[src/rtl/npu_sram.sv]
// Simple dual-port memory, one write port and one registered read port
// Used for both the microcode store and the scratchpad
`timescale 1ns/10ps
`default_nettype none

module npu_sram #(
    parameter int ADDR_W = 8,
    parameter int DATA_W = 8
) (
    input  wire                clk,
    input  wire                wr_en,
    input  wire [ADDR_W-1:0]   wr_addr,
    input  wire [DATA_W-1:0]   wr_data,
    input  wire                rd_en,
    input  wire [ADDR_W-1:0]   rd_addr,
    output logic [DATA_W-1:0]  rd_data
);

    logic [DATA_W-1:0] mem [1 << ADDR_W];

    always_ff @(posedge clk) begin
        if (wr_en) begin
            mem[wr_addr] <= wr_data;
        end
        // Output holds until the next read
        if (rd_en) begin
            rd_data <= mem[rd_addr];
        end
    end

endmodule

`default_nettype wire

[config.mk]
export PLATFORM = sky130hd
export DESIGN_NAME = npu_sram
export DESIGN_NICKNAME = d
export VERILOG_FILES = /design/src/rtl/npu_sram.sv
export SDC_FILE = /design/constraint.sdc
export NUM_CORES = 2
export LEC_CHECK = 0
export BUFFER_PORTS_ARGS = -buffer_cell sky130_fd_sc_hd__buf_4
export CAP_MARGIN = 10
export CORE_MARGIN = 4
export CORE_UTILIZATION = 33
export DETAILED_ROUTE_END_ITERATION = 8
export HOLD_SLACK_MARGIN = 0.02
export SLEW_MARGIN = 20
export SYNTH_ARGS = -nofsm -noshare
export SYNTH_HDL_FRONTEND = slang
export SYNTH_SLANG_ARGS = --single-unit
[constraint.sdc]
create_clock -name clk -period 6.9 [get_ports clk]
set_input_delay 1.725 -clock clk [delete_from_list [all_inputs] [get_ports clk]]
set_output_delay 1.725 -clock clk [all_outputs]
set_load 0.005 [all_outputs]
==> results.sh <==
export IMPL_run_status="complete, no violations"
export IMPL_core_um2=240000
export IMPL_p_switching_mw=5.49
export IMPL_r2r_cells=6
export IMPL_clockBufferDepth=3
export IMPL_yosys_area_top_type="edfxtp_1"
export IMPL_track_usage=0.159
export IMPL_multi_input_area_um2=16500
export IMPL_detail_route_vias_per_cell=5.33
export IMPL_cts_max_level=4
export IMPL_cts_resized=0
export IMPL_dieArea_um2=249000
export IMPL_fin_cells=7199
export IMPL_fmax_mhz=218
export IMPL_routed_wl_mm=200
export IMPL_critPathArrivalTime_ns=5.12
export IMPL_nets=3868
export IMPL_p_int_mw=20.3
export IMPL_slew_limit_headroom=0.246
export IMPL_worstPathMaxFanout=42
export IMPL_power_density_nw_per_um2=286
export IMPL_syn_inst=3733
export IMPL_gp_congestion=0.812
export IMPL_start_kind="input port"
export IMPL_clock_latency_ns=0.83
export IMPL_fp_dieH_um=499
export IMPL_seq_area_frac_synth=0.775
export IMPL_post_cts_buffers=0
export IMPL_drive_gt1_frac=0.220
export IMPL_tns_ns=0
export IMPL_yosys_warnings=0
export IMPL_syn_area_per_cell_um2=21.3
export IMPL_path_class="in2reg"
export IMPL_place_hpwl_mm=121
export IMPL_synth_edff_count=2056
export IMPL_cp_data_required_time_ns=7.43
export IMPL_synth_flop_cell="edfxtp_1"
export IMPL_synth_top_area_share=0.775
export IMPL_dp_cells=6823
export IMPL_worst_pin_slew_ns=1.12
export IMPL_ir_drop_v=0.000234
export IMPL_rows=180
export IMPL_cts_buffers=201
export IMPL_cp_top_family="buffers and inverters"
export IMPL_portBuffers=34
export IMPL_drc_errors=0
export IMPL_combPwrFrac=0.048
export IMPL_hp_start="mem[17][0]"
export IMPL_holdPathStages=5
export IMPL_route_detailed_wl_per_inst_um=27.9
export IMPL_cts_root_buf="clkbuf_16"
export IMPL_crit_path_end_kind="flip-flop"
export IMPL_cts_sinks=2056
export IMPL_crit_cells=8
export IMPL_critPathMaxStageDelay_ns=0.93
export IMPL_p_clk_frac=0.417
export IMPL_ys_types=54
export IMPL_crit_path_cell_trace="buf_8 -> buf_12 -> buf_4 -> mux4_2 -> a22oi_1 -> a21oi_1 -> nor3_1 -> nor4_1"
export IMPL_power_leakage_nw=27.2
export IMPL_start_util=0.331
export IMPL_grt_setup_unrepaired="false"
export IMPL_fp_dieW_um=499
export IMPL_synth_ff_latch_count=2056
export IMPL_cts_tree="yes"
export IMPL_drtPass1Iterations=5
export IMPL_fin_skew_ns=0.0245
export IMPL_crit_buf_inv=3
export IMPL_grt_pass1_wl_mm=288
export IMPL_fillerInstances=21500
export IMPL_synthesis_area_um2=79600
export IMPL_ant_nets=0
export IMPL_async_flop_share=0
export IMPL_finalCritPeriodShare=0.665
export IMPL_synth_area_top_cells="edfxtp_1 78%, mux4_2 13%, mux2i_1 1.7%"
export IMPL_crit_start="rd_addr[0]"
export IMPL_p_seq_frac=0.535
export IMPL_slew_viol_final=0
export IMPL_grt_max_degree=158
export IMPL_antenna_found_initial=12
export IMPL_dr_first_iter_drc_count=4554
export IMPL_io_pins=35
export IMPL_clk_pin_slew_ns=0.06
export IMPL_area_delta_synth_final_pct=13.0
export IMPL_cts_hold_buffers=0
export IMPL_cap_viol_max_count=0
export IMPL_period_minus_slack_ns=4.59
export IMPL_cpMaxStageDelayCell="nor3_1"
export IMPL_p_sw_frac=0.213
export IMPL_grt_ovfl_total=0
export IMPL_finalHoldViolCount=0
export IMPL_timing_rr_start="mem[138][7]"
export IMPL_hold_class="reg2reg"
export IMPL_grt_pass1_vias=38800
export IMPL_num_vias=38400
export IMPL_setup_viol=0
export IMPL_synth_nets=3760
export IMPL_regArea_um2=61700
[per-stage QoR]
stage	total power, mW	hold WS, ns	cell area [um^2]	util	worst slack, ns
finish	25.8	1.14	90000	0.375	2.31
global route	26.6	1.19	90000	0.375	2.23
CTS	26.0	1.13	90000	0.375	2.39
detailed placement	15.3	1.12	83600	0.348	1.49
global placement	15.3	1.12	83600	0.348	1.07
floorplan	14.7	0.864	79600	-	3.10
[kinds of logic after synthesis]
kind of cell,share of synthesized area
and+or+nand+nor,0.0263
muxes,0.146
AOI/OAI and AO/OA,0.0342
buffers and inverters,0.0183
DFF,0.775
[layout by cell type, fill, tap and decap left out, types with 4 or more instances in the layout]
cell,instances
o211ai_1,10
nand2_1,33
buf_4,109
nor2b_1,28
nor4_1,22
buf_12,19
a22o_1,8
bufinv_16,17
mux4_2,454
o22ai_1,28
mux2i_1,134
a211oi_1,16
nor2_1,278
clkbuf_1,46
nor4_2,5
or2_2,4
edfxtp_1,2056
o221ai_1,46
clkinv_1,62
o22a_1,5
nand4_1,10
a21oi_1,96
and2_1,6
nand3_1,33
a221oi_1,13
diode_2,4
nor3_1,21
o32ai_1,4
buf_8,10
clkinv_2,28
nand2b_1,8
clkbuf_16,205
o21ai_0,10
a22oi_1,133
[flip-flops by register name, indices dropped and copies added (netlist names)]
| name | flops |
|---|---|
| mem | 2048 |
| rd_data | 8 |
[Yosys cell counts (21+ instances only)]
cell type / instances
a21oi_1: 96
a22oi_1: 133
buf_1: 22
buf_2: 31
buf_4: 27
buf_6: 21
clkbuf_1: 111
edfxtp_1: 2056
mux2i_1: 134
mux4_2: 454
nand2_1: 33
nand3_1: 34
nor2_1: 282
nor2b_1: 31
nor3_1: 22
nor4_1: 24
o221ai_1: 46
o22ai_1: 28
[final timing paths]
| path | endpoint | slack, ns |
|---|---|---|
| worst max register to register | rd_data[7] | 4.01 |
| worst min-delay path | rd_data[0] | 1.14 |
| worst min register to register | rd_data[0] | 1.14 |
| worst max-delay path | rd_data[7] | 2.31 |
[worst min-delay path: cells and delay by family (launching register included)]
family / cells / cell delay, ns
compound gates: 2 / 0.19
simple gates: 2 / 0.27
flops: 1 / 0.32
mux: 1 / 0.22
[area by class of cell]
class	count	area share
Sequential cell	2056	0.686
Multi-Input combinational cell	1442	0.183
Clock buffer	251	0.0589
Tap cell	3185	0.0443
Timing Repair Buffer	138	0.0150
Clock inverter	121	0.0124
Antenna cell	4	0.000111
Inverter	2	0.0000834
[routing by layer]
layer,share of wire,global-route usage,vias up
met1,0.41,0.222,20600
li1,-,-,15900
met5,0,0,-
met2,0.48,0.254,1619
met3,0.081,0.0324,252
met4,0.023,0.0400,0
[power groups by stage]
stage	registers [mW]	logic (mW)	clock network, mW
floorplan	14.0	0.669	0
global placement	14.1	1.22	0
detailed placement	14.1	1.24	0
CTS	13.8	1.24	10.9
global route	13.8	1.30	11.5
finish	13.8	1.23	10.7
No activity file was read; power rests on OpenSTA's default activity.
