## src/common/npu_pkg.sv

```systemverilog
// Widths, instruction layout, opcodes and host register map shared by the NPU slice
// Design files refer to these by scoped name
`default_nettype none

package npu_pkg;

    typedef logic [31:0] word_t;
    typedef logic [3:0]  reg_idx_t;
    typedef logic [15:0] ucode_ptr_t;
    typedef logic [7:0]  data_t;
    typedef logic [7:0]  scr_addr_t;
    typedef logic [31:0] instr_t;

    // Low bit of each instruction field
    localparam int OPC_LSB = 28;
    localparam int DST_LSB = 16;
    localparam int SRC_LSB = 8;
    localparam int IMM_LSB = 0;

    typedef enum logic [3:0] {
        OP_NOP  = 4'd0,
        OP_ADDI = 4'd1,
        OP_COPY = 4'd2,
        OP_MULI = 4'd3
    } opcode_t;

    // Right shift applied to MULI products before saturation
    localparam int REQUANT_SHIFT = 4;

    // Host register indices, taken from address bits 5:2
    localparam reg_idx_t REG_CTRL        = 4'd0;
    localparam reg_idx_t REG_STATUS      = 4'd1;
    localparam reg_idx_t REG_UCODE_BASE  = 4'd2;
    localparam reg_idx_t REG_UCODE_LEN   = 4'd3;
    localparam reg_idx_t REG_UCODE_WADDR = 4'd4;
    localparam reg_idx_t REG_UCODE_WDATA = 4'd5;
    localparam reg_idx_t REG_SCR_ADDR    = 4'd6;
    localparam reg_idx_t REG_SCR_DATA    = 4'd7;

endpackage

`default_nettype wire

```

## src/controller/ucode_fetch.sv

```systemverilog
// Microcode fetcher: reads len program words from base and offers each on a req/ack link
// The final word of the program is flagged as last
`timescale 1ns/10ps
`default_nettype none

module ucode_fetch #(
    parameter int UCODE_ADDR_W = 8
) (
    input  wire                       clk,
    input  wire                       rst_n,
    input  wire                       start,
    input  wire npu_pkg::ucode_ptr_t  ucode_base,
    input  wire npu_pkg::ucode_ptr_t  ucode_len,
    output logic                      mem_rd_en,
    output logic [UCODE_ADDR_W-1:0]   mem_rd_addr,
    input  wire npu_pkg::word_t       mem_rd_data,
    output logic                      out_req,
    input  wire                       out_ack,
    output npu_pkg::instr_t           out_instr,
    output logic                      out_last
);

    typedef enum logic [1:0] {
        IDLE,
        READ,
        OFFER,
        RELEASE
    } state_t;

    state_t               state;
    npu_pkg::ucode_ptr_t  ptr;
    npu_pkg::ucode_ptr_t  remaining;

    always_ff @(posedge clk or negedge rst_n) begin
        if (!rst_n) begin
            state     <= IDLE;
            ptr       <= '0;
            remaining <= '0;
        end else begin
            case (state)
                IDLE: if (start) begin
                    ptr       <= ucode_base;
                    remaining <= ucode_len;
                    state     <= READ;
                end
                READ: state <= OFFER;
                OFFER: if (out_ack) begin
                    state <= RELEASE;
                end
                // Wait for the queue to drop ack before the next word
                RELEASE: if (!out_ack) begin
                    if (out_last) begin
                        state <= IDLE;
                    end else begin
                        ptr       <= ptr + 1'b1;
                        remaining <= remaining - 1'b1;
                        state     <= READ;
                    end
                end
                default: state <= IDLE;
            endcase
        end
    end

    assign mem_rd_en   = (state == READ);
    assign mem_rd_addr = ptr[UCODE_ADDR_W-1:0];
    assign out_req     = (state == OFFER);
    // Memory output holds the word while req is up
    assign out_instr   = mem_rd_data;
    assign out_last    = (remaining == 16'd1);

endmodule

`default_nettype wire

```

## config.mk

```make
export PLATFORM = sky130hd
export DESIGN_NAME = ucode_fetch
export DESIGN_NICKNAME = d
export VERILOG_FILES = /design/src/common/npu_pkg.sv /design/src/controller/ucode_fetch.sv
export SDC_FILE = /design/constraint.sdc
export NUM_CORES = 1
export LEC_CHECK = 0
export ABC_AREA = 1
export ABC_CLOCK_PERIOD_IN_PS = 2890
export BUFFER_PORTS_ARGS = -buffer_cell sky130_fd_sc_hd__buf_2
export CAP_MARGIN = 20
export CORE_ASPECT_RATIO = 1.4
export CORE_MARGIN = 4
export CORE_UTILIZATION = 50
export CTS_CLUSTER_DIAMETER = 80
export DETAILED_ROUTE_END_ITERATION = 8
export PLACE_DENSITY = 0.95
export SYNTH_ARGS = -nofsm -noshare
export SYNTH_HDL_FRONTEND = slang
export SYNTH_SLANG_ARGS = --single-unit
export TNS_END_PERCENT = 1
```

## constraint.sdc

```tcl
create_clock -name clk -period 2.89 [get_ports clk]
set_clock_uncertainty 0.05 [all_clocks]
set_input_delay 0.578 -clock clk [delete_from_list [all_inputs] [get_ports clk]]
set_output_delay 0.578 -clock clk [all_outputs]
set_load 0.02 [all_outputs]
```

==> metrics.txt <==
critical path's slowest cell=nor2_4; Max Cap Viol=0; CTS H-tree depth=1; cell-internal power=1.23 mW; Final Util=53.5%; Buffers on Ports=38; Crit Path Max Fanout=34; pre-CTS setup slack=0.678 ns; slowest stage delay, CP=0.71 ns; peak supply drop=0.000564 V; Mapped Area=0.00228 mm^2; TritonCTS clock tree=built; Ys Warns=0; Total GRT Usage=18.4%; 1st-iter DRT viols=53; power per cell area=1150 mW/mm^2; Antenna Violating Nets Remaining=0; WHS=0.232 ns; Hold Path Class=input port to asynchronous set/reset pin; ranking of synthesized cells by area=dfrtp_1 (29%), nand2_1 (22%), buf_4 (11%), inv_1 (5.6%), nand3_1 (5.5%); relative slew slack=37.0%; Post-synth top cells=nand2_1 (133), inv_1 (34), buf_4 (33); Core Box Area=0.00431 mm^2; Vert. Die Dim=87.9 um; flops & latches, synth=26; EDFF count, synth=0; clock share of power=9.4%; CP required=3.06 ns; Clock Latency Late Sink=0.28 ns; Post-Syn Nets=424; final wirelength=4870 um; vias in the first global route=2025; Final GP Congestion=0.895; RSZ-0062 raised after global routing=no; DIE AREA=0.00572 mm^2; Tmin final=2.20 ns; Max Root-Sink Buffers=2; Post-synth ARST share=100%; total negative slack=0 ns; CP endpoint kind=register; area leader, netlist=dfrtp_1; Final Setup Violations=0; initial antenna violation count=0; P&R area growth vs syn=1.21%; remaining global-route overflow=0; nets@finish=428; Sw Ratio=53.7%; fin area=0.00231 mm^2; Slew Viols, Final=0; Placed Instances=408; row cnt=28; Comb power frac=61.8%; Total Power Consumption=2.65 mW; DR WL/cell=11.8 um; CTS Sinks=26; # hold bufs at CTS=0; Setup Crit Path Kind=register to register; CTS resizes=0; Clk pin slew, worst setup/hold paths=0.10 ns; Final Hold Viols=0; Syn Area/Cell=6.53 um^2; worst path cell trace=ha_1, buf_4, nand3_2, nand2_2, nor2_4, nand2_1, o21ai_2; CP arrival=2.37 ns; Top Ports=111; Initial Util=52.9%; Setup WS post-layout=0.690 ns; f_max=0.455 GHz; first-pass GRT wire length=8240 um; DRC viols=0; die width=65.1 um; share of layout cells above drive strength 1=22.4%; Placed Area=0.00225 mm^2; DR pass1 iterations=4; Syn Inst Count=349; area share of the largest cell type after synthesis=28.6%; DR vias=2055; largest net degree at the start of global routing=35; cell with the most instances after synthesis=nand2_1; Post-DP HPWL=3560 um; crit start category=register; Synth cell types=22; sequential share of the synthesized area=28.6%; Root Buffer=clkbuf_8; via-per-instance ratio=4.99; ANT cells=0; P_sw=1.42 mW; Tcrit/Tclk final=76.1%; CTS buffer count=3; Reg power frac=28.8%; Worst-Margin Slew=0.943 ns; top_reg_cell synth=dfrtp_1; post-CTS setup buffer count=0; Leak=1.28 nW; Final Non-Filler Cells=412; status=complete, no violations
-- placed cells by master, fill, tap and decap left out, drive strengths merged --
cell    count
a21oi       4
ha          7
or2         4
dfrtp      26
nand3      26
o21ai      29
buf        40
inv        35
nand4       3
nand3b      2
nand2     142
nor4        1
nor2       29
clkbuf      4
-- state kept, by name, summed over array words and instances (netlist names) --
register / cells
ptr: 8
state: 2
remaining: 16
-- cells by family (layout without fill, tap and decap cells) --
| logic type | Yosys count | after routing | synth area share, % |
|---|---|---|---|
| simple gates | 207 | 207 | 38.9 |
| buf+inv | 76 | 79 | 19.3 |
| compound gates | 33 | 33 | 9.39 |
| flops | 26 | 26 | 28.6 |
| fa+ha+maj | 7 | 7 | 3.84 |
-- metal layers --
| layer | vias up | routed length [um] | track usage [%] |
|---|---|---|---|
| met5 | - | 0 | 0 |
| met4 | 0 | 206 | 12.6 |
| met3 | 26 | 239 | 2.05 |
| met2 | 56 | 2610 | 35.8 |
| met1 | 917 | 1810 | 17.6 |
| li1 | 1056 | - | - |
-- path summary, 6_finish.rpt --
check / start / slack, ns / end / cells past startpoint
max: state[0]$_DFFE_PN0P_ / 0.69 / remaining[2]$_DFFE_PN0P_ / 7
min: rst_n / 0.23 / ptr[7]$_DFFE_PN0P_ / 1
max reg2reg: state[0]$_DFFE_PN0P_ / 0.69 / remaining[2]$_DFFE_PN0P_ / 7
min reg2reg: remaining[13]$_DFFE_PN0P_ / 0.51 / remaining[13]$_DFFE_PN0P_ / 2
max in group asynchronous: rst_n / 2.15 / remaining[11]$_DFFE_PN0P_ / 1
min in group clk: remaining[13]$_DFFE_PN0P_ / 0.51 / remaining[13]$_DFFE_PN0P_ / 2
-- power by group through the flow --
stage	Combinational (mW)	Clock [mW]	Sequential (mW)
after floorplan	1.39	0	0.790
after global placement	1.57	0	0.762
after detailed placement	1.64	0	0.768
after CTS	1.65	0.253	0.762
after global routing	1.88	0.266	0.795
final	1.64	0.249	0.762
-- layout make-up --
type / instances / area (um^2)
clock buffer: 4 / 55.1
fill: 398 / 2000
inverter: 35 / 131
multi-input combinational: 247 / 1190
sequential: 26 / 651
tap: 60 / 75.1
timing repair buffer: 40 / 205
-- critical path: cells and delay by family, from the launching register on --
kind,cells,cell delay (ns)
AO/OA/AOI/OAI,1,0.10
AND/OR/NAND/NOR,4,1.04
flip-flops,1,0.43
buffers and inverters,1,0.23
adder cells (fa/ha/maj),1,0.26
Power figures use the tool's default switching activity.
