$ cat src/common/npu_pkg.sv
// Widths, instruction layout, opcodes and host register map shared by the NPU slice
// Design files refer to these by scoped name
`default_nettype none

package npu_pkg;

    typedef logic [31:0] word_t;
    typedef logic [3:0]  reg_idx_t;
    typedef logic [15:0] ucode_ptr_t;
    typedef logic [7:0]  data_t;
    typedef logic [7:0]  scr_addr_t;
    typedef logic [31:0] instr_t;

    // Low bit of each instruction field
    localparam int OPC_LSB = 28;
    localparam int DST_LSB = 16;
    localparam int SRC_LSB = 8;
    localparam int IMM_LSB = 0;

    typedef enum logic [3:0] {
        OP_NOP  = 4'd0,
        OP_ADDI = 4'd1,
        OP_COPY = 4'd2,
        OP_MULI = 4'd3
    } opcode_t;

    // Right shift applied to MULI products before saturation
    localparam int REQUANT_SHIFT = 4;

    // Host register indices, taken from address bits 5:2
    localparam reg_idx_t REG_CTRL        = 4'd0;
    localparam reg_idx_t REG_STATUS      = 4'd1;
    localparam reg_idx_t REG_UCODE_BASE  = 4'd2;
    localparam reg_idx_t REG_UCODE_LEN   = 4'd3;
    localparam reg_idx_t REG_UCODE_WADDR = 4'd4;
    localparam reg_idx_t REG_UCODE_WDATA = 4'd5;
    localparam reg_idx_t REG_SCR_ADDR    = 4'd6;
    localparam reg_idx_t REG_SCR_DATA    = 4'd7;

endpackage

`default_nettype wire

$ cat src/rtl/npu_sram.sv
// Simple dual-port memory, one write port and one registered read port
// Used for both the microcode store and the scratchpad
`timescale 1ns/10ps
`default_nettype none

module npu_sram #(
    parameter int ADDR_W = 8,
    parameter int DATA_W = 8
) (
    input  wire                clk,
    input  wire                wr_en,
    input  wire [ADDR_W-1:0]   wr_addr,
    input  wire [DATA_W-1:0]   wr_data,
    input  wire                rd_en,
    input  wire [ADDR_W-1:0]   rd_addr,
    output logic [DATA_W-1:0]  rd_data
);

    logic [DATA_W-1:0] mem [1 << ADDR_W];

    always_ff @(posedge clk) begin
        if (wr_en) begin
            mem[wr_addr] <= wr_data;
        end
        // Output holds until the next read
        if (rd_en) begin
            rd_data <= mem[rd_addr];
        end
    end

endmodule

`default_nettype wire

$ cat src/engine/vec_engine.sv
// Vector engine: executes byte instructions on its scratchpad, one at a time
// Host owns the scratchpad ports whenever the engine is idle
`timescale 1ns/10ps
`default_nettype none

module vec_engine (
    input  wire                      clk,
    input  wire                      rst_n,
    input  wire                      in_req,
    output logic                     in_ack,
    input  wire npu_pkg::instr_t     in_instr,
    input  wire                      in_last,
    output logic                     prog_end,
    input  wire                      host_wr_en,
    input  wire                      host_rd_en,
    input  wire npu_pkg::scr_addr_t  host_addr,
    input  wire npu_pkg::data_t      host_wr_data,
    output npu_pkg::data_t           host_rd_data
);

    typedef enum logic [1:0] {
        IDLE,
        READ,
        EXEC,
        ACK
    } state_t;

    state_t              state;
    npu_pkg::instr_t     instr_q;
    logic                last_q;
    npu_pkg::opcode_t    opcode;
    npu_pkg::scr_addr_t  dst_addr;
    npu_pkg::scr_addr_t  src_addr;
    npu_pkg::data_t      imm;
    npu_pkg::data_t      scr_rd_data;
    npu_pkg::data_t      result;
    logic [15:0]         product;
    logic [15:0]         scaled;
    logic                op_writes;
    logic                host_sel;

    assign opcode   = npu_pkg::opcode_t'(instr_q[npu_pkg::OPC_LSB +: 4]);
    assign dst_addr = instr_q[npu_pkg::DST_LSB +: 8];
    assign src_addr = instr_q[npu_pkg::SRC_LSB +: 8];
    assign imm      = instr_q[npu_pkg::IMM_LSB +: 8];

    // Requantize: scale by imm, shift, clamp to a byte
    assign product = scr_rd_data * imm;
    assign scaled  = product >> npu_pkg::REQUANT_SHIFT;

    always_comb begin
        result    = scr_rd_data;
        op_writes = 1'b1;
        case (opcode)
            npu_pkg::OP_ADDI: result = scr_rd_data + imm;
            npu_pkg::OP_COPY: result = scr_rd_data;
            npu_pkg::OP_MULI: result = (scaled > 16'd255) ? 8'hff : scaled[7:0];
            default:          op_writes = 1'b0;
        endcase
    end

    always_ff @(posedge clk or negedge rst_n) begin
        if (!rst_n) begin
            state <= IDLE;
        end else begin
            case (state)
                IDLE:    if (in_req) state <= READ;
                READ:    state <= EXEC;
                EXEC:    state <= ACK;
                ACK:     if (!in_req) state <= IDLE;
                default: state <= IDLE;
            endcase
        end
    end

    always_ff @(posedge clk) begin
        if (state == IDLE && in_req) begin
            instr_q <= in_instr;
            last_q  <= in_last;
        end
    end

    assign in_ack   = (state == ACK);
    assign prog_end = (state == ACK) && !in_req && last_q;
    assign host_sel = (state == IDLE);

    npu_sram #(
        .ADDR_W (8),
        .DATA_W (8)
    ) scratch_inst (
        .clk     (clk),
        .wr_en   (host_sel ? host_wr_en : (state == EXEC && op_writes)),
        .wr_addr (host_sel ? host_addr : dst_addr),
        .wr_data (host_sel ? host_wr_data : result),
        .rd_en   (host_sel ? host_rd_en : (state == READ)),
        .rd_addr (host_sel ? host_addr : src_addr),
        .rd_data (scr_rd_data)
    );

    assign host_rd_data = scr_rd_data;

endmodule

`default_nettype wire

$ cat config.mk
export PLATFORM = sky130hd
export DESIGN_NAME = vec_engine
export DESIGN_NICKNAME = d
export VERILOG_FILES = /design/src/common/npu_pkg.sv /design/src/rtl/npu_sram.sv /design/src/engine/vec_engine.sv
export SDC_FILE = /design/constraint.sdc
export NUM_CORES = 2
export LEC_CHECK = 0
export BUFFER_PORTS_ARGS = -buffer_cell sky130_fd_sc_hd__buf_2
export CAP_MARGIN = 20
export CELL_PAD_IN_SITES_DETAIL_PLACEMENT = 2
export CELL_PAD_IN_SITES_GLOBAL_PLACEMENT = 2
export CORE_ASPECT_RATIO = 0.7
export CORE_UTILIZATION = 35
export CTS_BUF_LIST = sky130_fd_sc_hd__clkbuf_8
export CTS_CLUSTER_DIAMETER = 40
export DETAILED_ROUTE_END_ITERATION = 8
export GPL_ROUTABILITY_DRIVEN = 0
export PLACE_DENSITY_LB_ADDON = 0.08
export SKIP_CTS_REPAIR_TIMING = 1
export SLEW_MARGIN = 5
export SYNTH_ARGS = -nofsm -noshare
export SYNTH_HDL_FRONTEND = slang
export SYNTH_SLANG_ARGS = --single-unit
export TNS_END_PERCENT = 20
$ cat constraint.sdc
create_clock -name clk -period 18.4 [get_ports clk]
set_clock_uncertainty 0.2 [all_clocks]
set_input_delay 3.68 -clock clk [delete_from_list [all_inputs] [get_ports clk]]
set_output_delay 3.68 -clock clk [all_outputs]
set_load 0.02 [all_outputs]
==> qor.txt <==
Via density - 5.63
Fill cells - 23.8k
Slew @ Worst Pin - 1310 ps
Post-Synth Simple-Gate Area - 9.22%
Via count - 53.6k
Synthesized Nets - 5930
DIE AREA - 246000 um2
Hold Slack - 439 ps
Outcome - finished clean
Setup CP Type - in -> reg
WL final - 318000 um
Cell variety after synth - 78
GRT overflow - 0
Area Growth Syn to Fin - 12.8%
Port bufs - 59
Layout Nets - 6157
Drt pass-1 iters - 5
Startpoint types - input port
Synth Area in Adders - 1.52%
Register bit total from synthesis - 2087
CTS root buf - clkbuf_8
Largest family of logic cells by synthesized area - simple AND/OR/NAND/NOR gates
Commonest non-fill, non-tap cell in the layout - edfxtp_1
Leak - 32.3 nW
Skew-Pair Late Insertion Delay - 980 ps
Fin crit share - 49.1%
Top fanout value on the critical path - 100
Number of enable flip-flop cells after synthesis - 2085
Final ANT Viol Nets - 0
Critical Path RT - 18870 ps
H-tree Lvls - 5
Post-synthesis async set-or-reset flop share - 0.0958%
XOR/XNOR Fraction of Synth Area - 0.154%
Most frequent cells in the layout - 2085 x edfxtp_1, 1036 x nand2_1, 381 x clkbuf_8
Compound-gate portion of the synthesized area - 6.30%
Total of max-cap violations - 0
Synth warnings - 0
Largest net degree at the start of global routing - 184
Initial drt markers - 4699
Sequential cell area - 62700 um2
Final Hold Vio Count - 0
Maximum clock rate - 111 MHz
Crit path arrival time - 9500 ps
First-pass GRT wire length - 444000 um
Netlist Area Pre-Place - 85500 um2
Drc violations - 0
Crit. End Element - flop
Worst Hold Class - reg -> reg
Min Tclk post-route - 9030 ps
Power Dens Cells - 184 nW/um2
GRT Overall Usage - 25.6%
Register area share after synthesis - 73.3%
DP HPWL - 190000 um
Die W - 593 um
Post-synthesis mux area share - 6.88%
Clock transition at path regs - 60 ps
Setup TNS - 0 ps
RSZ-0062 raised after global routing - no
Share of layout cells above drive strength 1 - 12.9%
CTS Buf Count - 370
CTS tree - yes
Area occupied by multi-input gates - 21000 um2
Vias in the first global route - 56.3k
# rows - 151
R2r setup slk - 9860 ps
Clk sinks - 2087
Post-Syn Area per Cell - 14.8 um2
Peak supply drop - 0.195 mV
Routed len/inst - 33.4 um
Predominant post-synthesis flop cell - edfxtp_1
Number of placed I/O pins - 64
Cell count after synthesis - 5794
Clock buffer depth - 4
Initial Utilization - 35.3%
Core ar. - 242000 um2
Antenna violations before repair - 43
Vert. Die Dim - 416 um
Max Slew Vio Count - 0
Normalized max-slew margin - 10.3%
Final Setup Violations - 0
metrics by stage:
step	cells	setup WS (ps)	total power [mW]	instance area, um2	util, %
4_1_cts	9504	9760	17.9	96400	39.8
6_report	9514	9370	17.7	96400	39.8
2_1_floorplan	5794	5310	10.8	85500	-
3_3_place_gp	8857	8710	13.5	89500	36.9
3_5_place_dp	8858	8700	13.6	89500	36.9
5_1_grt	9511	9480	18.5	96400	39.8
logic make-up after synthesis:
| group | Yosys count |
|---|---|
| flops | 2087 |
| simple gates | 1874 |
| compound gates | 853 |
| mux | 461 |
| buf+inv | 422 |
| fa+ha+maj | 82 |
| xor+xnor | 15 |
flip-flops by register name, indices dropped and copies added, names as in the netlist:
register              flops
instr_q                  28
last_q                    1
scratch_inst.rd_data      8
scratch_inst.mem       2048
state                     2
power breakdown:
part | internal, mW | switching [mW]
combinational | 1.69 | 5.26
clock | 2.18 | 2.03
sequential | 6.49 | 0.0713
routing by layer:
layer,routed length (um),up-vias,track usage [%]
met5,26,-,0
met4,7780,4,6.66
met3,18900,434,4.73
met2,142000,1547,39.1
met1,149000,29040,37.5
li1,-,22525,-
area by class of cell:
class | instances | share of cell area [%]
well taps | 3213 | 4.17
flip-flops and latches | 2087 | 65.0
clock inverters | 265 | 1.67
multi-input cells | 3285 | 21.8
repair buffers | 208 | 1.65
inverters | 69 | 0.269
clock buffers | 381 | 5.44
diodes | 6 | 0.0156
critical path, cell delays in order:
cell	delay, ps
buf_2	170
mux2i_4	240
buf_12	520
buf_4	720
buf_4	680
mux4_2	620
a2111oi_0	1150
o21ai_0	530
a21oi_1	780
nor4_2	190
synthesized netlist by cell type (12+ instances only):
cell	count	area share, %
a31oi_1	60	0.44
fa_1	37	0.87
buf_4	36	0.32
a2111oi_0	25	0.26
and2_1	42	0.31
mux2i_1	356	4.2
a21oi_1	366	2.1
and3_1	12	0.088
clkbuf_1	106	0.47
nand2_1	1053	4.6
mux4_2	96	2.5
nor4_1	41	0.30
buf_2	130	0.76
nand4_1	14	0.10
inv_1	69	0.30
edfxtp_1	2085	73
buf_1	37	0.16
nor3_1	99	0.58
o221ai_1	113	1.2
a211oi_1	21	0.18
nor2_1	318	1.4
nand3_1	256	1.5
o22ai_1	82	0.60
o21ai_0	82	0.48
buf_6	35	0.46
ha_1	45	0.66
final timing paths:
| check | cells after the start | from | end |
|---|---|---|---|
| worst max-delay path | 10 | host_addr[0] | scratch_inst.rd_data[5] |
| worst min-delay path | 2 | state[0] | state[0] |
| worst max register to register | 18 | scratch_inst.rd_data[4] | scratch_inst.mem[34][0] |
| worst min register to register | 2 | state[0] | state[0] |
| max in group asynchronous | 1 | rst_n | state[1] |
| min in group asynchronous | 1 | rst_n | state[0] |
No activity file was read; power rests on OpenSTA's default activity.
