**config.mk**
```make
export PLATFORM = sky130hd
export DESIGN_NAME = instr_queue
export DESIGN_NICKNAME = d
export VERILOG_FILES = /design/src/common/npu_pkg.sv /design/src/controller/instr_queue.sv
export SDC_FILE = /design/constraint.sdc
export NUM_CORES = 1
export LEC_CHECK = 0
export ABC_AREA = 1
export BUFFER_PORTS_ARGS = -buffer_cell sky130_fd_sc_hd__buf_2
export CORE_MARGIN = 5
export CORE_UTILIZATION = 50
export DETAILED_ROUTE_END_ITERATION = 12
export PLACE_DENSITY = 0.68
export SYNTH_ARGS = -nofsm -noshare
export SYNTH_HDL_FRONTEND = slang
export SYNTH_SLANG_ARGS = --single-unit
```
**constraint.sdc**
```tcl
create_clock -name clk -period 3.23 [get_ports clk]
set_clock_uncertainty 0.15 [all_clocks]
set_input_delay 0.4845 -clock clk [delete_from_list [all_inputs] [get_ports clk]]
set_output_delay 0.4845 -clock clk [all_outputs]
set_load 0.01 [all_outputs]
```
**src/common/npu_pkg.sv**
```systemverilog
// Widths, instruction layout, opcodes and host register map shared by the NPU slice
// Design files refer to these by scoped name
`default_nettype none

package npu_pkg;

    typedef logic [31:0] word_t;
    typedef logic [3:0]  reg_idx_t;
    typedef logic [15:0] ucode_ptr_t;
    typedef logic [7:0]  data_t;
    typedef logic [7:0]  scr_addr_t;
    typedef logic [31:0] instr_t;

    // Low bit of each instruction field
    localparam int OPC_LSB = 28;
    localparam int DST_LSB = 16;
    localparam int SRC_LSB = 8;
    localparam int IMM_LSB = 0;

    typedef enum logic [3:0] {
        OP_NOP  = 4'd0,
        OP_ADDI = 4'd1,
        OP_COPY = 4'd2,
        OP_MULI = 4'd3
    } opcode_t;

    // Right shift applied to MULI products before saturation
    localparam int REQUANT_SHIFT = 4;

    // Host register indices, taken from address bits 5:2
    localparam reg_idx_t REG_CTRL        = 4'd0;
    localparam reg_idx_t REG_STATUS      = 4'd1;
    localparam reg_idx_t REG_UCODE_BASE  = 4'd2;
    localparam reg_idx_t REG_UCODE_LEN   = 4'd3;
    localparam reg_idx_t REG_UCODE_WADDR = 4'd4;
    localparam reg_idx_t REG_UCODE_WDATA = 4'd5;
    localparam reg_idx_t REG_SCR_ADDR    = 4'd6;
    localparam reg_idx_t REG_SCR_DATA    = 4'd7;

endpackage

`default_nettype wire

```
**src/controller/instr_queue.sv**
```systemverilog
// Instruction queue between fetcher and engine, four-phase req/ack on both sides
// Withholds in_ack when full
`timescale 1ns/10ps
`default_nettype none

module instr_queue #(
    parameter int QUEUE_DEPTH = 4
) (
    input  wire                    clk,
    input  wire                    rst_n,
    input  wire                    in_req,
    output logic                   in_ack,
    input  wire npu_pkg::instr_t   in_instr,
    input  wire                    in_last,
    output logic                   out_req,
    input  wire                    out_ack,
    output npu_pkg::instr_t        out_instr,
    output logic                   out_last
);

    localparam int PTR_W = (QUEUE_DEPTH > 1) ? $clog2(QUEUE_DEPTH) : 1;
    localparam int CNT_W = $clog2(QUEUE_DEPTH + 1);

    npu_pkg::instr_t   q_instr [QUEUE_DEPTH];
    logic              q_last  [QUEUE_DEPTH];
    logic [PTR_W-1:0]  wr_ptr;
    logic [PTR_W-1:0]  rd_ptr;
    logic [CNT_W-1:0]  count;
    logic              push;
    logic              pop;

    function automatic logic [PTR_W-1:0] next_ptr(input logic [PTR_W-1:0] p);
        return (p == PTR_W'(QUEUE_DEPTH - 1)) ? '0 : p + 1'b1;
    endfunction

    assign push = in_req && !in_ack && (count != CNT_W'(QUEUE_DEPTH));
    // Entry leaves when the engine has acked it
    assign pop  = out_req && out_ack;

    always_ff @(posedge clk) begin
        if (push) begin
            q_instr[wr_ptr] <= in_instr;
            q_last[wr_ptr]  <= in_last;
        end
    end

    always_ff @(posedge clk or negedge rst_n) begin
        if (!rst_n) begin
            wr_ptr  <= '0;
            rd_ptr  <= '0;
            count   <= '0;
            in_ack  <= 1'b0;
            out_req <= 1'b0;
        end else begin
            if (push) wr_ptr <= next_ptr(wr_ptr);
            if (pop) rd_ptr <= next_ptr(rd_ptr);
            count <= count + CNT_W'(push) - CNT_W'(pop);
            if (push) in_ack <= 1'b1;
            else if (!in_req) in_ack <= 1'b0;
            if (pop) out_req <= 1'b0;
            else if (!out_req && !out_ack && (count != '0)) out_req <= 1'b1;
        end
    end

    assign out_instr = q_instr[rd_ptr];
    assign out_last  = q_last[rd_ptr];

endmodule

`default_nettype wire

```
==> summary.txt, run 1 <==
Pwr
  • Psw: 2110 uW
  • Net Sw Frac: 32.0%
  • Sequential share of power: 36.9%
  • Power, Total: 6600 uW
  • LEAKAGE: 0.00288 uW
  • Clk pwr share: 32.3%
  • Int Pwr: 4490 uW
  • Power per cell area: 927 nW/um^2
  • Combinational share of power: 30.9%
  • Maximum VDD drop: 485 uV

Cells and area
  • Layout net count: 569
  • Layout cells sized above 1: 27.7%
  • Register area: 4190 sq um
  • Filler cells: 869
  • Area growth, synth to finish: 20.1%
  • Post-route cell area: 7110 sq um
  • Area of the multi-input gates: 1300 sq um

Timing
  • Final period util: 76.0%
  • Final WS setup: 774 ps
  • Final Slew Violations: 0
  • Fmax: 407 MHz
  • Final hold vios: 0
  • Count of final setup violators: 0
  • Max_slew headroom: 52.5%
  • Worst-margin pin slew: 712 ps
  • RSZ-0062 raised after global routing: no
  • Setup TNS: 0 ps
  • Final worst path period need: 2460 ps

Logic synthesis
  • Register area share after synthesis: 70.7%
  • Post-Syn Area: 5920 sq um
  • Synthesized Nets: 491
  • Mapped Cells: 446
  • #FFs+latches synth: 141
  • Mean Syn Cell Area: 13.3 sq um
  • Cell variety after synth: 19
  • Ys Warns: 0

Floorplanning
  • Die width: 119 um
  • Die area: 14,100 sq um
  • Io pins: 72
  • Core Rows: 39
  • Die Y: 119 um
  • Initial Utilization: 51.4%
  • Core ar.: 11,500 sq um

Worst setup path
  • Crit Path Max Fanout: 34
  • Required time of the critical path: 2600 ps
  • Max stage delay on crit path: 520 ps
  • Flop2flop setup slack: 960 ps
  • CP cell instances: inv_2 > o211ai_1 > nand2_1 > buf_2
  • Reg2Reg Capture Point: count[2]
  • Critical Path Start: rd_ptr[1]
  • Worst r2r path cells: 10
  • CP endpoint: out_instr[20]
  • CP Capture Type: output pin
  • Critical path startpoint category: flop
  • Slowest stage cell, crit path: inv_2
  • Worst R2R Start: count[1]
  • Setup CP Type: flop to output pin
  • Arrival time worst endpoint: 1820 ps

GRT
  • Antenna violations before repair: 0
  • Grt ovf: 0
  • Largest net degree at the start of global routing: 64
  • Global router's overall resource usage: 16.2%
  • First-pass GRT wire length: 17,500 um
  • Vias in the first global route: 3,579

Clock network
  • Worst-path clk slew: 50 ps
  • Clock latency on the worst-skew pair: 410 ps
  • Inserted Clock Buffers: 17
  • Clk sinks: 141
  • CTS max path bufs: 2
  • CTS HTree Levels: 4
  • CTS tree: built
  • Post-CTS Setup Bufs: 0
  • CTS root buffer: clkbuf_16

Placement
  • Area after DPL: 6450 sq um
  • Gpl congestion: 0.729
  • Hpwl dp: 6440 um
  • Port bufs: 71
  • Setup WS pre-CTS: 829 ps

Drt
  • Wl on met1: 4470 um
  • Metal3 WL: 561 um
  • Drt pass-1 iters: 4
  • Antenna Nets Post-Route: 0
  • Wirelength per Cell: 15.7 um
  • Vias/cell: 4.97
  • Max layer used: met4
  • Final WL: 10,700 um
  • DR DRC count: 0
  • Vias: 3,383
  • Routed wl met2: 5470 um
  • First-iteration detailed-routing DRC count: 178

Flow run
  • Max Cap Viol: 0

Outcome
  • Outcome: completed

Worst hold path
  • Hold path startpoint: out_ack
  • Worst Hold Class: input pin to flop
-- cell type report --
class | count | share of cell area (%)
inverters | 79 | 4.17
diodes | 1 | 0.0352
clock inverters | 13 | 3.10
clock buffers | 19 | 6.09
flip-flops and latches | 141 | 59.0
repair buffers | 81 | 6.79
well taps | 143 | 2.52
multi-input cells | 204 | 18.3
-- how the worst min path moves through the flow --
stage                          end  depth (start not counted)
after floorplan           count[0]                          0
after global placement      in_ack                          1
after detailed placement    in_ack                          1
after CTS                  out_req                          2
after global routing       out_req                          2
final                      out_req                          2
-- power by group through the flow --
stage	clock, uW	sequential, uW	combinational [uW]
2_1_floorplan	0	2440	1450
3_3_place_gp	0	2450	2030
3_5_place_dp	0	2470	2070
4_1_cts	2170	2430	2090
5_1_grt	2250	2450	2280
6_report	2130	2430	2030
-- stage by stage --
step                      instances  hold WS (ps)  util, %
after floorplan                 446          38.9        -
after detailed placement        647           203     56.0
final                           681          85.8     61.8
after global placement          647           199     56.0
after CTS                       680          65.9     61.7
after global routing            680          85.0     61.7
-- repair_timing --
| item | in CTS | in global routing |
|---|---|---|
| endpoints found under the setup margin | 0 | 0 |
| hold endpoints to repair | 9 | 0 |
| resized for setup | 0 | 0 |
| hold buffers | 1 | 0 |
-- sequential cells by signal, summed over array words and instances (netlist names) --
signal,cells
count,3
in_ack,1
out_req,1
q_instr,128
q_last,4
rd_ptr,2
wr_ptr,2
-- critical path: cells and delay by family (launching register included) --
family                 cells  cell delay, ps
AOI/OAI and AO/OA          1             190
buffers and inverters      2             660
DFF                        1             400
and+or+nand+nor            1             150
-- layout by cell type, fill, tap and decap left out, types with 2 or more instances in the layout --
cell type / instances
edfxtp_1: 132
nand2_1: 114
inv_1: 78
buf_2: 71
o211ai_2: 33
o211ai_1: 33
clkbuf_16: 17
ha_1: 7
dfrtp_1: 7
bufinv_16: 6
nor2_1: 5
buf_4: 5
nor2_4: 4
buf_12: 4
clkinvlp_4: 3
nand3_1: 2
clkbuf_1: 2
clkinv_2: 2
clkinv_1: 2
-- cells by family (layout without fill, tap and decap cells) --
logic type	Yosys count	count (layout)	share of synthesized area, %
flops	141	141	70.7
xor+xnor	2	2	0.296
buf+inv	101	192	7.75
simple gates	126	126	8.07
compound gates	68	68	11.3
fa+ha+maj	8	8	1.82
other cells	0	1	0
-- cells in the mapped netlist --
master,count,area share [%]
edfxtp_1,132,67
nand2_1,114,7.2
inv_1,78,4.9
o211ai_1,33,4.2
o211ai_2,33,7.0
buf_2,13,1.1
dfrtp_1,9,3.8
nor2_1,9,0.57
buf_6,8,1.5
ha_1,7,1.5
nand3_1,2,0.17
a21oi_1,1,0.084
buf_4,1,0.13
fa_1,1,0.34
inv_2,1,0.063
nand2_2,1,0.11
o21ai_1,1,0.084
xnor2_1,1,0.15
xor2_1,1,0.15
-- per-layer routing --
metal | GRT usage [%] | up-vias
met5 | 0 | -
li1 | - | 1688
met2 | 28.0 | 72
met3 | 5.36 | 16
met4 | 6.66 | 0
met1 | 18.5 | 1607
No activity file was read; power rests on OpenSTA's default activity.
==> run 2, diff against run 1 <==
ABC_AREA = 0   (was 1)
PLACE_DENSITY = 0.69   (was 0.68)
clock period = 2.5 ns   (was 3.23 ns; I/O delays follow)
==> summary.txt, run 2 <==
Cells and area
  • Layout net count: 400 (-30%)
  • Area growth, synth to finish: 32.5%
  • Top Registers: q_instr (128), q_last (4), count (3)
  • Reg with most FFs: q_instr
  • Commonest non-fill, non-tap cells in the layout: edfxtp_1 (132), buf_2 (69), dlygate4sd3_1 (36)
  • Filler cells: 672 (-23%)
  • Layout Cells excl Fill: 504 (-26%)
  • ANT cells: 0 (-1)
  • Layout cells sized above 1: 43.8% (+16 points)
  • Most common cell after layout, fill and taps aside: edfxtp_1
  • Largest register FFs: 128 (unchanged)

Logic synthesis
  • Mapped Cells: 217 (-51%)
  • Post-Syn Area: 5310 sq um (-10%)
  • #FFs+latches synth: 141 (unchanged)
  • Synth area leader: edfxtp_1
  • Ys Warns: 0 (unchanged)
  • Top-area cell type share of the netlist area: 74.6% (+7.7 points)
  • EDFF count, synth: 132 (unchanged)
  • Cell variety after synth: 21 (+2)
  • Fraction of registers with async set/reset: 6.38% (unchanged)
  • Mean Syn Cell Area: 24.5 sq um (+84%)
  • Register area share after synthesis: 78.9% (+8.1 points)
  • Synth top cells by count: edfxtp_1 (132), mux4_2 (28), dfrtp_1 (9)
  • Synthesized Nets: 262 (-47%)
  • Top cells by area, synth: edfxtp_1 (75%), mux4_2 (12%), dfrtp_1 (4.2%), mux4_1 (2.5%), ha_1 (1.6%)
  • Top_reg_cell synth: edfxtp_1
  • Count leader, synth: edfxtp_1

Timing
  • Fmax: 410 MHz
  • Worst-margin pin slew: 408 ps (-303 ps)
  • Final worst path period need: 2440 ps
  • Final WS setup: 61.4 ps (-712 ps)
  • Count of final setup violators: 0 (unchanged)
  • Max_slew headroom: 72.8% (+20 points)
  • RSZ-0062 raised after global routing: yes
  • Final hold vios: 0 (unchanged)
  • Final period util: 97.5%
  • Final Slew Violations: 0 (unchanged)

Worst setup path
  • Buf+Inv Stages, Crit Path: 3 (+1)
  • Flop2flop setup slack: 310 ps (-650 ps)
  • CP cell instances: buf_12 > buf_12 > mux4_2 > buf_6
  • CP Capture Type: output pin
  • Arrival time worst endpoint: 1910 ps (+90 ps)
  • Crit Path Max Fanout: 8 (-76%)
  • Most frequent CP cell: buf_12
  • Top delay family on crit path: multiplexers
  • Worst r2r path cells: 10 (unchanged)
  • Critical path startpoint category: flop
  • Max stage delay on crit path: 520 ps (about the same)
  • Setup CP Type: flop to output pin
  • Critical path depth: 4 (unchanged)
  • CP endpoint: out_instr[3]
  • Critical Path Start: rd_ptr[0]
  • Required time of the critical path: 1980 ps (-620 ps)
  • Slowest stage cell, crit path: mux4_2
  • Worst R2R Start: count[1]
  • Reg2Reg Capture Point: count[2]

Floorplanning
  • Core Rows: 37 (-5.1%)
  • Initial Utilization: 51.4% (about the same)
  • Die Y: 113 um (-4.9%)
  • Core ar.: 10,300 sq um (-10%)
  • Io pins: 72 (unchanged)
  • Die area: 12,800 sq um (-9.5%)
  • Die width: 113 um (-4.9%)

Pwr
  • Clk pwr share: 33.1% (+0.8 points)
  • LEAKAGE: 0.00256 uW (-11%)
  • Power, Total: 7870 uW (+19%)
  • Maximum VDD drop: 689 uV (+42%)
  • Combinational share of power: 27.8% (-3.1 points)
  • Net Sw Frac: 26.7% (-5.3 points)
  • Psw: 2100 uW (-0.54%)
  • Int Pwr: 5770 uW (+29%)
  • Power per cell area: 1120 nW/um^2 (+21%)
  • Sequential share of power: 39.1% (+2.2 points)

Clock network
  • CTS HTree Levels: 4 (unchanged)
  • CTS tree: built
  • Clock latency on the worst-skew pair: 520 ps (+110 ps)
  • Inserted Clock Buffers: 17 (unchanged)
  • Worst-path clk slew: 60 ps (about the same)
  • CTS root buffer: clkbuf_8
  • Clk sinks: 141 (unchanged)
  • CTS max path bufs: 2 (unchanged)

Placement
  • Hpwl dp: 5530 um (-14%)
  • Setup WS pre-CTS: 297 ps (-532 ps)
  • Gpl congestion: 0.678 (-6.9%)
  • Inst Count DP: 427 (-34%)
  • Port bufs: 71 (unchanged)

Drt
  • DR DRC count: 0 (unchanged)
  • Vias: 2,563 (-24%)
  • Drt pass-1 iters: 4 (unchanged)
  • Vias/cell: 5.09 (+2.4%)
  • Final WL: 9190 um (-14%)
  • First-iteration detailed-routing DRC count: 119 (-33%)
  • Wirelength per Cell: 18.2 um (+16%)
  • Antenna Nets Post-Route: 0 (unchanged)

GRT
  • Global router's overall resource usage: 15.9% (-0.30 points)
  • Largest net degree at the start of global routing: 34 (-47%)
  • First-pass GRT wire length: 15,000 um (-15%)
  • Antenna violations before repair: 0 (unchanged)
  • Grt ovf: 0 (unchanged)
  • Vias in the first global route: 2,899 (-19%)

Flow run
  • Max Cap Viol: 0 (unchanged)

Outcome
  • Outcome: completed

Worst hold path
  • Worst Hold Class: input pin to async pin
run 2: cells by family after synthesis:
logic type	share of synthesized area [%]
adders and majority gates	2.03
and+or+nand+nor	1.04
AOI/OAI and AO/OA	0.542
buffers and inverters	2.21
muxes	15.0
DFF	78.9
xor gates and xnor gates	0.330
run 2: per-stage QoR:
step | hold slack [ps] | setup TNS (ps) | utilization [%] | cell area (sq um)
after detailed placement | 89.2 | 0 | 57.4 | 5920
after floorplan | -70.6 | 0 | - | 5310
after global placement | 92.8 | 0 | 57.4 | 5920
after global routing | 84.0 | -14.9 | 68.2 | 7040
final | 80.6 | 0 | 68.2 | 7040
after CTS | 61.2 | 0 | 67.8 | 7000
run 2: timing repair:
item / in CTS / in global routing
hold buffers: 36 / 0
hold endpoints to repair: 143 / 0
resized for setup: 0 / 2
endpoints found under the setup margin: 26 / 3
pin swaps: 0 / 0
buffers inserted: 5 / 4
run 2: worst min-delay path by stage:
| stage | startpoint | to | cells after the start |
|---|---|---|---|
| after floorplan | rst_n | count[0] | 0 |
| after global placement | rst_n | count[0] | 1 |
| after detailed placement | rst_n | count[1] | 1 |
| after CTS | rst_n | count[1] | 2 |
| after global routing | rst_n | count[1] | 2 |
| final | rst_n | rd_ptr[1] | 2 |
run 2: metal layers:
layer | vias up | track usage (%) | wire [um]
li1 | 1184 | - | -
met1 | 1297 | 19.0 | 3810
met2 | 72 | 26.7 | 4810
met3 | 10 | 5.83 | 478
met4 | 0 | 5.29 | 93
met5 | - | 0 | 0
run 2: cell type report:
class,count,area [sq um],area share [%]
Sequential cell,141,4190,59.6
Timing Repair Buffer,127,1020,14.4
Multi-Input combinational cell,61,1010,14.3
Clock buffer,17,414,5.88
Clock inverter,15,210,2.99
Tap cell,136,170,2.42
Inverter,7,26.3,0.373
run 2: power by group through the flow:
stage | registers, uW | clock network, uW | logic, uW
2_1_floorplan | 3060 | 0 | 1340
3_3_place_gp | 3130 | 0 | 1920
3_5_place_dp | 3150 | 0 | 1940
4_1_cts | 3080 | 2660 | 2180
5_1_grt | 3100 | 2770 | 2380
6_report | 3070 | 2610 | 2190
